==> src/source/axi_pkg.sv <==
package axi_pkg;

    typedef logic [31:0] addr_t;   // byte address
    typedef logic [31:0] data_t;
    typedef logic [3:0]  strb_t;   // one bit per data byte
    typedef logic [1:0]  resp_t;
    typedef logic [3:0]  region_t; // addr[31:28]
    typedef logic [1:0]  page_t;

    localparam resp_t RESP_OKAY   = 2'd0;
    localparam resp_t RESP_SLVERR = 2'd2;
    localparam resp_t RESP_DECERR = 2'd3;

    // each region spans 256 MB from its start address
    localparam region_t REGION_MEM = 4'd0; // 32'h0000_0000
    localparam region_t REGION_LED = 4'd2; // 32'h2000_0000

    // single-beat request used for reads and writes
    typedef struct packed {
        logic  write;
        addr_t addr;
        data_t wdata;
        strb_t strb;
    } bus_req_t;

    typedef struct packed {
        data_t rdata;
        resp_t resp;
    } bus_rsp_t;

endpackage
==> src/source/led_slave.sv <==
`timescale 1ns/1ps

module led_slave (
    input  logic              clk,
    input  logic              rst_n,
    input  logic              sel,
    input  axi_pkg::bus_req_t slv_req,
    output logic              done,
    output axi_pkg::bus_rsp_t slv_rsp,
    output logic [7:0]        led_value
);
    import axi_pkg::*;

    logic [7:0] led_q;
    logic       offset_ok;

    // only offset 0 of the region is mapped
    assign offset_ok = (slv_req.addr[27:0] == 28'd0);
    assign led_value = led_q;

    always_ff @(posedge clk) begin
        if (!rst_n) begin
            led_q <= 8'd0;
            done  <= 1'b0;
        end else begin
            done <= sel;
            if (sel && offset_ok && slv_req.write && slv_req.strb[0]) begin
                led_q <= slv_req.wdata[7:0]; // low byte lane only
            end
        end
    end

    always_ff @(posedge clk) begin
        if (sel) begin
            slv_rsp.resp  <= offset_ok ? RESP_OKAY : RESP_SLVERR;
            slv_rsp.rdata <= (offset_ok && !slv_req.write) ? {24'd0, led_q} : '0;
        end
    end

endmodule

==> config.mk <==
export PLATFORM = sky130hd
export DESIGN_NAME = led_slave
export DESIGN_NICKNAME = d
export VERILOG_FILES = /design/src/source/axi_pkg.sv /design/src/source/led_slave.sv
export SDC_FILE = /design/constraint.sdc
export NUM_CORES = 1
export LEC_CHECK = 0
export BUFFER_PORTS_ARGS = -buffer_cell sky130_fd_sc_hd__buf_4
export CORE_MARGIN = 5
export CORE_UTILIZATION = 34
export CTS_CLUSTER_DIAMETER = 150
export DETAILED_ROUTE_END_ITERATION = 7
export PLACE_DENSITY = 0.88
export SLEW_MARGIN = 20
export SYNTH_ARGS = -nofsm -noshare
export SYNTH_HDL_FRONTEND = slang
export SYNTH_SLANG_ARGS = --single-unit
==> constraint.sdc <==
create_clock -name clk -period 3.49 [get_ports clk]
set_input_delay 0.349 -clock clk [delete_from_list [all_inputs] [get_ports clk]]
set_output_delay 0.349 -clock clk [all_outputs]
set_load 0.005 [all_outputs]
==> impl_metrics.tcl <==
set metrics [dict create \
    cts_buffer_depth 2 \
    hold_path.class "in2reg" \
    coreArea_um2 2710 \
    cp-start-kind "input pin" \
    drc 0 \
    first_pass_iters 2 \
    cts_max_level 1 \
    cts-root-buf "clkbuf_4" \
    worst_ep_required_time_ns 3.64 \
    postCtsHoldBufs 0 \
    met2_usage 0.176 \
    io_buffers 58 \
    layout-drive-gt1-share 0.421 \
    pre_cts_slack_ns 1.56 \
    hold_viol_final 0 \
    yosys-top-cells-area "edfxtp_1 29%, buf_4 20%, dfxtp_1 19%, mux2i_1 8.5%, nand2_1 6.8%" \
    tritoncts "yes" \
    grt_usage 0.0972 \
    cp_max_fo 8 \
    hpwl_um 1780 \
    grt_pass1_vias 755 \
    yosys-top-cells-count "25 x buf_4, 17 x nand2_1, 9 x and2_1, 9 x dfxtp_1, 9 x edfxtp_1" \
    dieArea_um2 3910 \
    antenna_cells 0 \
    cts_setup_buffers 0 \
    status "complete, no violations" \
    maxCapViolCount 0 \
    avgSynthCellArea_um2 10.1 \
    tns_ns 0 \
    drt_iter0_drc 12 \
    die_w_um 62.5 \
    instances_no_fill 183 \
    yosysWarnings 0 \
    rsz0062_at_grt "false" \
    synth_top_area_share 0.288 \
    gp_congestion 0.780 \
    setup_violations 0 \
    irDropWorstVdd_v 0.000184 \
    viasPerCell 4.15 \
    drv_slew 0 \
    seqCellArea_um2 450 \
    fmax_mhz 627 \
    path_class "in2reg" \
    critical-path-top-delay-family "simple AND/OR/NAND/NOR gates" \
    rows 19 \
    post-route-period-util 0.457 \
    clock_sinks 18 \
    clkSlewWorstSetupHoldPaths_ns 0.09 \
    ant_nets 0 \
    area_growth_pct 43.2 \
    p_per_area_nw_per_um2 304 \
    ys.flop_type "edfxtp_1" \
    yosysSeqAreaShare 0.480 \
    path_cells "buf_4, nor4_1, nand4_1, nor3_1, and2_1" \
    wire_per_inst_um 11.1 \
    synth-seq-cells 18 \
    fin_util 0.496 \
    num_vias 760 \
    arrival_ns 1.75 \
    synth.most_common_cell "buf_4" \
    crit_buf_inv 1 \
    routed_wl_um 2030 \
    end_kind "flop" \
    multi_input_area_um2 383 \
    leakage_uw 0.000630 \
    grt_max_degree 18 \
    grt_pass1_wl_um 3130 \
    synth_area_um2 938 \
    setup_ws_ns 1.90 \
    synthArstFlopShare 0 \
    grt.busiest_layer "met2" \
    grt-ovfl-total 0 \
    placed_cells 179 \
    initial_core_util 0.346 \
    die_h_um 62.5 \
    tightest_slew_ns 0.566 \
    use_met1 0.104 \
    cpMaxStageDelayCell "nor3_1" \
    synth_edf_count 9 \
    synth_cell_type_count 14 \
    grt_use_met3 0.0144 \
    cts_resized 0 \
    n_fill_cell 265 \
    synthCells 93 \
    max_stage_delay_ns 0.54 \
    nNetsFinal 225 \
    num_io_pins 115 \
    insertion_delay_ns 0.28 \
    antenna_found_initial 0 \
    fin_skew_ns 0.000821 \
    numCtsBuffers 3 \
    slew-limit-headroom 0.620 \
    layout_min_cycle_time_ns 1.59 \
    yosysTopAreaCell "edfxtp_1" \
]
cell usage in the layout (no fill, tap or decap):
| cell | count |
|---|---|
| and2_1 | 9 |
| buf_4 | 58 |
| clkbuf_4 | 3 |
| conb_1 | 25 |
| nand2_1 | 17 |
| nor3_4 | 1 |
| nand4_1 | 2 |
| or2_2 | 1 |
| clkbuf_8 | 1 |
| nand3_1 | 1 |
| mux2i_1 | 8 |
| edfxtp_1 | 9 |
| nor3_1 | 1 |
| dfxtp_1 | 9 |
| nor4_1 | 7 |
cells by family (layout without fill, tap and decap cells):
| logic type | count (synthesis) | in the layout | share of synthesized area |
|---|---|---|---|
| simple gates | 39 | 39 | 0.223 |
| buf+inv | 27 | 62 | 0.208 |
| flops | 18 | 18 | 0.480 |
| mux | 8 | 8 | 0.0853 |
| other cells | 1 | 25 | 0.00400 |
layout make-up:
class	count	area share
multi-input cells	72	0.285
repair buffers	58	0.324
clock buffers	4	0.0270
well taps	31	0.0289
flip-flops and latches	18	0.335
through the flow:
stage | total power (uW) | hold slack, ns | instance area (um^2)
2_1_floorplan | 267 | 0.460 | 1030
3_3_place_gp | 291 | 0.456 | 1310
3_5_place_dp | 292 | 0.464 | 1310
4_1_cts | 416 | 0.297 | 1340
5_1_grt | 431 | 0.306 | 1340
6_report | 409 | 0.310 | 1340
layer usage:
metal / wire length (um) / vias up
met3: 171 / 4
met1: 730 / 332
met2: 1080 / 38
met5: 0 / -
met4: 51 / 0
li1: - / 386
path summary, 6_finish.rpt:
path                              startpoint      endpoint  slack (ns)  cells past startpoint
worst max-delay path             slv_req[37]    slv_rsp[2]        1.90                      5
worst min-delay path              slv_req[7]  led_value[3]        0.31                      3
worst max register to register  led_value[1]    slv_rsp[3]        2.78                      1
worst min register to register  led_value[6]  led_value[6]        0.48                      2
where the power goes:
| part | total, uW | internal [uW] | leakage [uW] | switching (uW) |
|---|---|---|---|---|
| Sequential | 228 | 227 | 0.000159 | 1.40 |
| Combinational | 59.2 | 37.2 | 0.000450 | 22.1 |
| Clock | 121 | 63.4 | 0.0000210 | 58.0 |
sequential cells by signal, summed over array words and instances (netlist names):
| signal | cells |
|---|---|
| slv_rsp | 9 |
| done | 1 |
| led_value | 8 |
Note: power is estimated with default switching activity, not from simulation.
