===== config.mk =====
export PLATFORM = sky130hd
export DESIGN_NAME = bus_ctrl
export DESIGN_NICKNAME = d
export VERILOG_FILES = /design/src/source/axi_pkg.sv /design/src/source/bus_ctrl.sv
export SDC_FILE = /design/constraint.sdc
export NUM_CORES = 1
export LEC_CHECK = 0
export BUFFER_PORTS_ARGS = -buffer_cell sky130_fd_sc_hd__buf_2
export CAP_MARGIN = 10
export CORE_AREA = 2 2 97 99
export CTS_BUF_LIST = sky130_fd_sc_hd__clkbuf_4
export CTS_CLUSTER_SIZE = 40
export DETAILED_ROUTE_END_ITERATION = 6
export DIE_AREA = 0 0 99 101
export PLACE_DENSITY = 0.8
export SLEW_MARGIN = 40
export SYNTH_ARGS = -nofsm -noshare
export SYNTH_HDL_FRONTEND = slang
export SYNTH_SLANG_ARGS = --single-unit

===== constraint.sdc =====
create_clock -name clk -period 4.4 [get_ports clk]
set_clock_uncertainty 0.1 [all_clocks]
set_input_delay 0.88 -clock clk [delete_from_list [all_inputs] [get_ports clk]]
set_output_delay 0.88 -clock clk [all_outputs]
set_load 0.005 [all_outputs]

===== src/source/axi_pkg.sv =====
package axi_pkg;

    typedef logic [31:0] addr_t;   // byte address
    typedef logic [31:0] data_t;
    typedef logic [3:0]  strb_t;   // one bit per data byte
    typedef logic [1:0]  resp_t;
    typedef logic [3:0]  region_t; // addr[31:28]
    typedef logic [1:0]  page_t;

    localparam resp_t RESP_OKAY   = 2'd0;
    localparam resp_t RESP_SLVERR = 2'd2;
    localparam resp_t RESP_DECERR = 2'd3;

    // each region spans 256 MB from its start address
    localparam region_t REGION_MEM = 4'd0; // 32'h0000_0000
    localparam region_t REGION_LED = 4'd2; // 32'h2000_0000

    // single-beat request used for reads and writes
    typedef struct packed {
        logic  write;
        addr_t addr;
        data_t wdata;
        strb_t strb;
    } bus_req_t;

    typedef struct packed {
        data_t rdata;
        resp_t resp;
    } bus_rsp_t;

endpackage

===== src/source/bus_ctrl.sv =====
`timescale 1ns/1ps

module bus_ctrl (
    input  logic              clk,
    input  logic              rst_n,
    input  axi_pkg::bus_req_t req,
    input  logic              req_valid,
    output logic              req_ready,
    output axi_pkg::bus_rsp_t rsp,
    output logic              rsp_valid,
    input  logic              rsp_ready,
    output axi_pkg::bus_req_t slv_req,
    output logic              mem_sel,
    output logic              led_sel,
    input  logic              mem_done,
    input  logic              led_done,
    input  axi_pkg::bus_rsp_t mem_rsp,
    input  axi_pkg::bus_rsp_t led_rsp,
    output logic              txn_done,
    output axi_pkg::resp_t    txn_resp
);
    import axi_pkg::*;

    typedef enum logic [1:0] {
        IDLE,
        ACCESS,
        RESPOND
    } state_t;

    state_t   state;
    bus_req_t req_q;
    bus_rsp_t rsp_q;
    region_t  region;
    logic     accept;
    logic     rsp_fire;

    assign region   = req.addr[31:28]; // decoded straight from the incoming request
    assign accept   = req_valid && req_ready;
    assign rsp_fire = rsp_valid && rsp_ready;

    // one transaction in flight
    assign req_ready = (state == IDLE);
    assign rsp_valid = (state == RESPOND);
    assign rsp       = rsp_q;
    assign slv_req   = req_q;

    // completion report for the status display
    assign txn_done = rsp_fire;
    assign txn_resp = rsp_q.resp;

    always_ff @(posedge clk) begin
        if (!rst_n) begin
            state   <= IDLE;
            mem_sel <= 1'b0;
            led_sel <= 1'b0;
        end else begin
            mem_sel <= 1'b0; // select is a single pulse
            led_sel <= 1'b0;
            case (state)
                IDLE: begin
                    if (accept) begin
                        if (region == REGION_MEM) begin
                            mem_sel <= 1'b1;
                            state   <= ACCESS;
                        end else if (region == REGION_LED) begin
                            led_sel <= 1'b1;
                            state   <= ACCESS;
                        end else begin
                            state <= RESPOND; // unmapped region answers without a slave
                        end
                    end
                end
                ACCESS: begin
                    // slaves answer one cycle after select
                    if (mem_done || led_done) begin
                        state <= RESPOND;
                    end
                end
                RESPOND: begin
                    if (rsp_ready) begin
                        state <= IDLE;
                    end
                end
                default: begin
                    state <= IDLE;
                end
            endcase
        end
    end

    // request and response payload
    always_ff @(posedge clk) begin
        if (accept) begin
            req_q         <= req;
            rsp_q.rdata   <= '0;          // decode error default
            rsp_q.resp    <= RESP_DECERR; // replaced if a slave answers
        end else if (mem_done) begin
            rsp_q <= mem_rsp;
        end else if (led_done) begin
            rsp_q <= led_rsp;
        end
    end

endmodule


==> flow_metrics.tcl <==
set metrics [dict create \
    status "complete, no violations" \
    hp-class "input pin to register" \
    h-tree-depth 3 \
    rsz0062_at_grt "false" \
    critPathArrivalTime_ns 1.32 \
    fmax_mhz 435 \
    synth_area_um2 3880 \
    placed_area_um2 5190 \
    critPathSlowestCell "dfxtp_1" \
    finalSetupTns_ns 0 \
    drt_iter0_drc 56 \
    top_usage_layer "met2" \
    routedWlPerCell_um 15.7 \
    finalCritPeriodShare_pct 52.3 \
    use_met1_pct 20.0 \
    final_nets 634 \
    synth_seq_cells 107 \
    start_util_pct 43.2 \
    crit_path_cell_trace "nor2b_1 -> and2_1 -> buf_2" \
    path_clk_slew_ns 0.18 \
    synth_area_per_cell_um2 16.2 \
    ys_seq_area_share_pct 73.0 \
    rows 35 \
    final.min_clock_period_ns 2.30 \
    routed_wirelength_um 9520 \
    die_x_um 99 \
    die-area_um2 10000 \
    use_met2_pct 31.0 \
    area_growth_pct 38.0 \
    cts_buffers 9 \
    cts_resized 0 \
    antenna_found_initial 0 \
    worst_setup_path_start_kind "register" \
    placeableCoreArea_um2 8980 \
    worstSkewPairLatency_ns 0.44 \
    cap_violations 0 \
    firstDrtPassIters 4 \
    die_y_um 101 \
    grt_pass1_vias 2708 \
    power.density_nw_per_um2 360 \
    setup_viol 0 \
    worst_path_largest_cell_delay_ns 0.41 \
    grt_max_degree 104 \
    critPathRequiredTime_ns 3.42 \
    cts_sinks 107 \
    clock_path_buffers 2 \
    critPathMaxFanout 4 \
    cts_tree "done" \
    leakagePower_nw 2.56 \
    synthCells 240 \
    gr-usage-all-layers_pct 17.6 \
    antenna_cells 0 \
    clockRootBuffer "clkbuf_4" \
    slew_viol_final 0 \
    hold_slack_ns 0.496 \
    finalInstanceArea_um2 5360 \
    place_congestion 0.863 \
    io_pins 253 \
    synth_warnings 0 \
    worst_pin_slew_ns 0.603 \
    hold_violations 0 \
    end_kind "output port" \
    slew_headroom_pct 59.8 \
    n_fill_cell 689 \
    reg2reg_slack_ns 2.56 \
    cts-hold-fix-buffers 0 \
    drt-vias-per-instance 4.79 \
    utilization_pct 59.7 \
    ir_worst_vdd_v 0.000136 \
    grt_overflow 0 \
    ant_nets 0 \
    grt_pass1_wl_um 13500 \
    gr-usage-met3_pct 5.48 \
    drive_gt1_share_pct 54.6 \
    port_buffers 252 \
    dr_total_vias 2909 \
    syn-num-nets 383 \
    drc 0 \
    crit_type "register to output port" \
    ys_types 19 \
    cts_setup_buffers 0 \
    hpwlAfterDp_um 7200 \
]
## report_power, final
group	internal, mW	total (mW)	switching [mW]
Clock	0.135	0.471	0.336
Sequential	1.15	1.18	0.0262
Combinational	0.144	0.274	0.130
Total	1.43	1.93	0.492
## flip-flops by register name, summed over array words and instances (netlist names)
signal	flops
mem_sel	1
rsp	32
slv_req	69
txn_resp	2
led_sel	1
state	2
## area by class of cell
type / instances / area, um^2 / share of cell area, %
Clock buffer: 10 / 75.1 / 1.40
Tap cell: 111 / 139 / 2.59
Timing Repair Buffer: 253 / 1290 / 24.2
Multi-Input combinational cell: 119 / 950 / 17.7
Clock inverter: 6 / 57.6 / 1.07
Sequential cell: 107 / 2830 / 52.9
Inverter: 1 / 8.76 / 0.164
## kinds of logic after synthesis
kind of cell	share of synthesized area [%]
compound gates	0.419
mux	18.6
flops	73.0
simple gates	5.41
buf+inv	2.58
## path summary, 6_finish.rpt
kind | start | to | cells after the start
worst max-delay path | state[1] | txn_done | 3
worst min-delay path | req[68] | slv_req[68] | 1
worst min register to register | rsp[3] | rsp[3] | 3
worst max register to register | state[0] | slv_req[47] | 3
## critical path: cells and delay by family, from the launching register on
| family | cells | cell delay [ns] |
|---|---|---|
| buf+inv | 1 | 0.10 |
| flops | 1 | 0.41 |
| simple gates | 2 | 0.37 |
## routing by layer
metal | up-vias | wire (um)
met5 | - | 0
met4 | 0 | 160
met3 | 15 | 913
met2 | 169 | 4870
met1 | 1360 | 3570
li1 | 1365 | -
## metrics by stage
| stage | cells | setup WS (ns) | total power, mW |
|---|---|---|---|
| finish | 607 | 2.10 | 1.93 |
| global route | 607 | 2.00 | 2.02 |
| CTS | 606 | 2.06 | 1.95 |
| detailed placement | 590 | 1.75 | 1.48 |
| global placement | 590 | 1.80 | 1.47 |
| floorplan | 240 | 1.63 | 1.32 |
## cell usage after synthesis
| master | count | area (um^2) |
|---|---|---|
| and3_1 | 1 | 6.26 |
| nand3_1 | 1 | 5.00 |
| nor3_1 | 2 | 10.0 |
| o21a_1 | 1 | 7.51 |
| edfxtp_1 | 69 | 2070 |
| dfxtp_1 | 38 | 761 |
| nor2_1 | 37 | 139 |
| clkinv_4 | 1 | 8.76 |
| mux2_1 | 34 | 383 |
| mux2i_1 | 34 | 340 |
| nor2b_1 | 2 | 12.5 |
| nand2b_1 | 1 | 6.26 |
| buf_4 | 3 | 22.5 |
| and2_1 | 2 | 12.5 |
| o31a_1 | 1 | 8.76 |
| or3b_4 | 1 | 11.3 |
| nand2_1 | 2 | 7.51 |
| buf_2 | 7 | 35.0 |
| buf_6 | 3 | 33.8 |
## cells in the final DEF, fill, tap and decap left out
master / n
edfxtp_1: 69
nand3_1: 1
clkinv_4: 5
nand2_1: 2
and3_1: 1
buf_4: 2
o31a_1: 1
inv_8: 2
nor2_1: 37
dfxtp_1: 38
buf_16: 1
mux2_1: 34
and2_1: 2
buf_2: 250
nand2b_1: 1
clkbuf_4: 10
mux2i_1: 34
or3b_4: 1
o21a_1: 1
nor3_1: 2
nor2b_1: 2
Power figures use the tool's default switching activity.
