### config.mk
export PLATFORM = sky130hd
export DESIGN_NAME = status_display
export DESIGN_NICKNAME = d
export VERILOG_FILES = /design/src/source/axi_pkg.sv /design/src/source/status_display.sv
export SDC_FILE = /design/constraint.sdc
export NUM_CORES = 1
export LEC_CHECK = 0
export BUFFER_PORTS_ARGS = -buffer_cell sky130_fd_sc_hd__buf_2
export CELL_PAD_IN_SITES_DETAIL_PLACEMENT = 0
export CELL_PAD_IN_SITES_GLOBAL_PLACEMENT = 1
export CORE_MARGIN = 10
export CORE_UTILIZATION = 36
export DETAILED_ROUTE_END_ITERATION = 8
export PLACE_DENSITY_LB_ADDON = 0.15
export SKIP_CTS_REPAIR_TIMING = 1
export SYNTH_ARGS = -nofsm -noshare
export SYNTH_HDL_FRONTEND = slang
export SYNTH_SLANG_ARGS = --single-unit
### constraint.sdc
create_clock -name clk -period 1.39 [get_ports clk]
set_input_delay 0.278 -clock clk [delete_from_list [all_inputs] [get_ports clk]]
set_output_delay 0.278 -clock clk [all_outputs]
set_load 0.01 [all_outputs]
### src/source/axi_pkg.sv
package axi_pkg;

    typedef logic [31:0] addr_t;   // byte address
    typedef logic [31:0] data_t;
    typedef logic [3:0]  strb_t;   // one bit per data byte
    typedef logic [1:0]  resp_t;
    typedef logic [3:0]  region_t; // addr[31:28]
    typedef logic [1:0]  page_t;

    localparam resp_t RESP_OKAY   = 2'd0;
    localparam resp_t RESP_SLVERR = 2'd2;
    localparam resp_t RESP_DECERR = 2'd3;

    // each region spans 256 MB from its start address
    localparam region_t REGION_MEM = 4'd0; // 32'h0000_0000
    localparam region_t REGION_LED = 4'd2; // 32'h2000_0000

    // single-beat request used for reads and writes
    typedef struct packed {
        logic  write;
        addr_t addr;
        data_t wdata;
        strb_t strb;
    } bus_req_t;

    typedef struct packed {
        data_t rdata;
        resp_t resp;
    } bus_rsp_t;

endpackage
### src/source/status_display.sv
`timescale 1ns/1ps

module status_display (
    input  logic           clk,
    input  logic           rst_n,
    input  logic           txn_done,
    input  axi_pkg::resp_t txn_resp,
    input  logic [7:0]     led_value,
    input  logic [1:0]     btn,
    output logic [7:0]     led8,
    output logic [3:0]     led4
);
    import axi_pkg::*;

    logic [7:0] txn_cnt;
    logic [7:0] err_cnt;
    resp_t      last_resp;
    page_t      page;
    logic [1:0] btn_q;
    logic [1:0] btn_rise;
    logic       is_err;
    logic [7:0] page_val;
    logic [7:0] shown_val;
    page_t      shown_page;

    assign btn_rise = btn & ~btn_q;
    assign is_err   = (txn_resp == RESP_SLVERR) || (txn_resp == RESP_DECERR);

    // wrapping event counters
    always_ff @(posedge clk) begin
        if (!rst_n) begin
            txn_cnt   <= 8'd0;
            err_cnt   <= 8'd0;
            last_resp <= RESP_OKAY;
        end else if (txn_done) begin
            txn_cnt   <= txn_cnt + 8'd1;
            last_resp <= txn_resp;
            if (is_err) begin
                err_cnt <= err_cnt + 8'd1;
            end
        end
    end

    // btn[0] pages up, btn[1] pages down
    always_ff @(posedge clk) begin
        if (!rst_n) begin
            btn_q <= 2'b00;
            page  <= '0;
        end else begin
            btn_q <= btn;
            case (btn_rise)
                2'b01:   page <= page + 2'd1;
                2'b10:   page <= page - 2'd1;
                default: page <= page; // both at once cancel out
            endcase
        end
    end

    always_comb begin
        case (page)
            2'd0:    page_val = led_value;
            2'd1:    page_val = txn_cnt;
            2'd2:    page_val = err_cnt;
            default: page_val = {6'd0, last_resp};
        endcase
    end

    always_ff @(posedge clk) begin
        if (!rst_n) begin
            shown_val  <= 8'd0;
            shown_page <= '0;
        end else begin
            shown_val  <= page_val;
            shown_page <= page;
        end
    end

    assign led8 = ~shown_val; // leds are active low
    assign led4 = 4'b0001 << shown_page;

endmodule

==> impl_metrics.json <==
{
  "routed_wirelength_mm": 3.290,
  "drtIter0Drc": 111,
  "cts_tree": "done",
  "clkPwrFrac": 0.342,
  "grt_max_degree": 16,
  "clkTransAtPathRegs_ns": 0.06,
  "yosys_register_bits": 32,
  "rows": 22,
  "timing.final.crit_share": 0.9464,
  "grt-ovfl-total": 0,
  "postSynthAreaPerCell_sq_um": 9.020,
  "peakVddDrop_mv": 0.5517,
  "drive_gt1_frac": 0.2340,
  "fillers": 388,
  "fmax_mhz": 760.2,
  "via_count": 1195,
  "synth_cell_type_count": 25,
  "p_per_area_nw_per_um2": 1223,
  "min_path_type": "in2reg",
  "yosysSeqAreaShare": 0.4642,
  "antenna_found_initial": 0,
  "clockBufferDepth": 2,
  "combPwrFrac": 0.177,
  "stdcell_count": 236,
  "swShare": 0.2592,
  "pwr-share-seq": 0.482,
  "intPower_uw": 1549,
  "timing.rr.end": "err_cnt[7]",
  "numCtsBuffers": 5,
  "diodes": 0,
  "grt_util_all_layers": 0.1002,
  "worst_slew_pin_slew_ns": 0.4055,
  "routabilityCongestion": 0.8186,
  "dpl.hpwl_mm": 2.514,
  "hold_end": "btn_q[1]",
  "critPathCaptureType": "register",
  "ant_nets": 0,
  "htreeDepth": 2,
  "p_leak_uw": 0.0006754,
  "synth_area_leaders": "dfxtp_1, ha_1, a222oi_1, nor2_1, xor2_1",
  "wl_per_cell_microns": 13.94,
  "holdWs_ns": 0.2228,
  "synth_top_area_frac": 0.4642,
  "skew_ns": 0.005137,
  "status": "finished, final reports clean",
  "route.detailed.drc": 0,
  "power.switching_uw": 542.0,
  "maxSlewViolCount": 0,
  "clock-root-buffer": "clkbuf_8",
  "cp.arrival_ns": 1.52,
  "dieHeight_microns": 81.92,
  "grt_pass1_wl_mm": 5.230,
  "floorplan.initialDensity": 0.3742,
  "clkLatencyLatePin_ns": 0.27,
  "setup_viol": 0,
  "firstDrtPassIters": 6,
  "post_drt_via_cell_ratio": 5.064,
  "min_path_cells": 2,
  "cp_max_fo": 8,
  "place.port_buffers": 26,
  "yosysWarningCount": 0,
  "hold_viol": 0,
  "rrSetupSlack_ns": 0.07,
  "nets": 209,
  "grt_pass1_vias": 1107,
  "core_area_sq_um": 3689,
  "post-place-cells": 228,
  "critical_path_class": "reg2reg",
  "reg2reg_depth": 3,
  "cp_cell_sequence": "nand4_4, or4_1, a21oi_1",
  "synthesis.area_sq_um": 1380,
  "dieArea_sq_um": 6710,
  "worstHoldStart": "btn[1]",
  "crit_required_ns": 1.59,
  "ios": 27,
  "area_growth_pct": 23.84,
  "synth_area_leader_cell": "dfxtp_1",
  "maxCapViolCount": 0,
  "r2r-start": "err_cnt[3]",
  "synthCells": 153,
  "cp_slowest_stage_delay_ns": 0.53,
  "synth_nets": 175,
  "die_w_microns": 81.92,
  "critPathLaunchType": "register",
  "slew_headroom": 0.7297,
  "final.min_clock_period_ns": 1.316,
  "cts.sinks": 32,
  "slowest_stage": "or4_1"
}
==> flip-flops by register name, indices dropped and copies added (netlist names) <==
signal	count
btn_q	2
err_cnt	8
shown_page	2
txn_cnt	8
page	2
last_resp	2
shown_val	8
==> through the flow <==
step / util / worst slack (ns) / setup TNS, ns / area, sq um / total power [uW]
2_1_floorplan: - / 0.006052 / 0 / 1380 / 1248
3_3_place_gp: 0.4362 / 0.07436 / 0 / 1609 / 1381
3_5_place_dp: 0.4362 / 0.05723 / 0 / 1609 / 1387
4_1_cts: 0.4607 / 0.03539 / 0 / 1699 / 2108
5_1_grt: 0.4634 / -0.007266 / -0.01116 / 1709 / 2219
6_report: 0.4634 / 0.07448 / 0 / 1709 / 2091
==> layer usage <==
layer  vias to the layer above  wire [microns]  part of all wire  GRT usage
met5                         -               0                 0          0
met3                         6             272             0.083    0.03493
met4                         0              43             0.013    0.04932
met2                        42            1515              0.46     0.1552
li1                        601               -                 -          -
met1                       546            1458              0.44     0.1207
==> worst max-delay path: cells and delay by family, from the launching register on <==
family             cells  cell delay, ns
and+or+nand+nor        2            0.69
DFF                    1            0.40
AOI/OAI and AO/OA      1            0.15
==> Yosys cell counts <==
master / n
nand4_1: 3
nand2_1: 8
ha_1: 7
clkbuf_1: 3
inv_1: 12
a222oi_1: 8
buf_1: 2
mux2i_1: 2
or3_1: 6
nand2b_1: 3
xnor2_1: 1
o21ai_0: 6
o21a_1: 2
o31ai_1: 2
or4_1: 2
nor2_1: 21
a21oi_1: 10
and2_1: 3
nor2b_1: 3
buf_4: 1
a211oi_1: 1
xor2_1: 7
nand3_1: 7
dfxtp_1: 32
nand4_4: 1
==> cell families after synthesis <==
group,count (synthesis),share of synthesized area
DFF,32,0.4642
and+or+nand+nor,57,0.2122
muxes,2,0.01451
adders and majority gates,7,0.06346
buffers and inverters,18,0.05168
xor gates and xnor gates,8,0.05077
AOI/OAI and AO/OA,29,0.1432
==> worst max-delay path by stage <==
stage                          start            to  slack, ns
after floorplan              page[0]  shown_val[1]      0.006
after global placement       page[0]  shown_val[1]       0.07
after detailed placement     page[0]  shown_val[1]       0.06
after CTS                    page[1]  shown_val[0]       0.04
after global routing         page[1]  shown_val[0]     -0.007
final                     err_cnt[3]    err_cnt[7]       0.07
==> placed cells by master (no fill, tap or decap), types with 2 or more instances in the layout <==
cell / instances
dfxtp_1: 32
buf_2: 26
nor2_1: 21
inv_1: 12
a21oi_1: 10
a222oi_1: 8
nand2_1: 8
nand3_1: 7
xor2_1: 7
o21ai_0: 6
or3_1: 6
clkbuf_8: 6
buf_4: 6
ha_2: 4
nand2b_1: 3
nor2b_1: 3
and2_1: 3
nand4_1: 3
ha_1: 3
o21a_1: 2
mux2i_1: 2
o31ai_1: 2
or4_1: 2
clkbuf_1: 2
==> layout make-up <==
cell class                      instances  area, sq um  area share
Multi-Input combinational cell        103        678.2      0.3968
Clock buffer                            8        90.09     0.05271
Timing Repair Buffer                   33        195.2      0.1142
Tap cell                               48        60.06     0.03514
Inverter                               12        45.04     0.02635
Sequential cell                        32        640.6      0.3748
==> power by group through the flow <==
stage	combinational (uW)	clock, uW	sequential (uW)
after global placement	355	0	1030
after detailed placement	360	0	1030
after global routing	416	790	1010
after floorplan	223	0	1030
after CTS	366	735	1010
final	369	714	1010
Power figures use the tool's default switching activity.
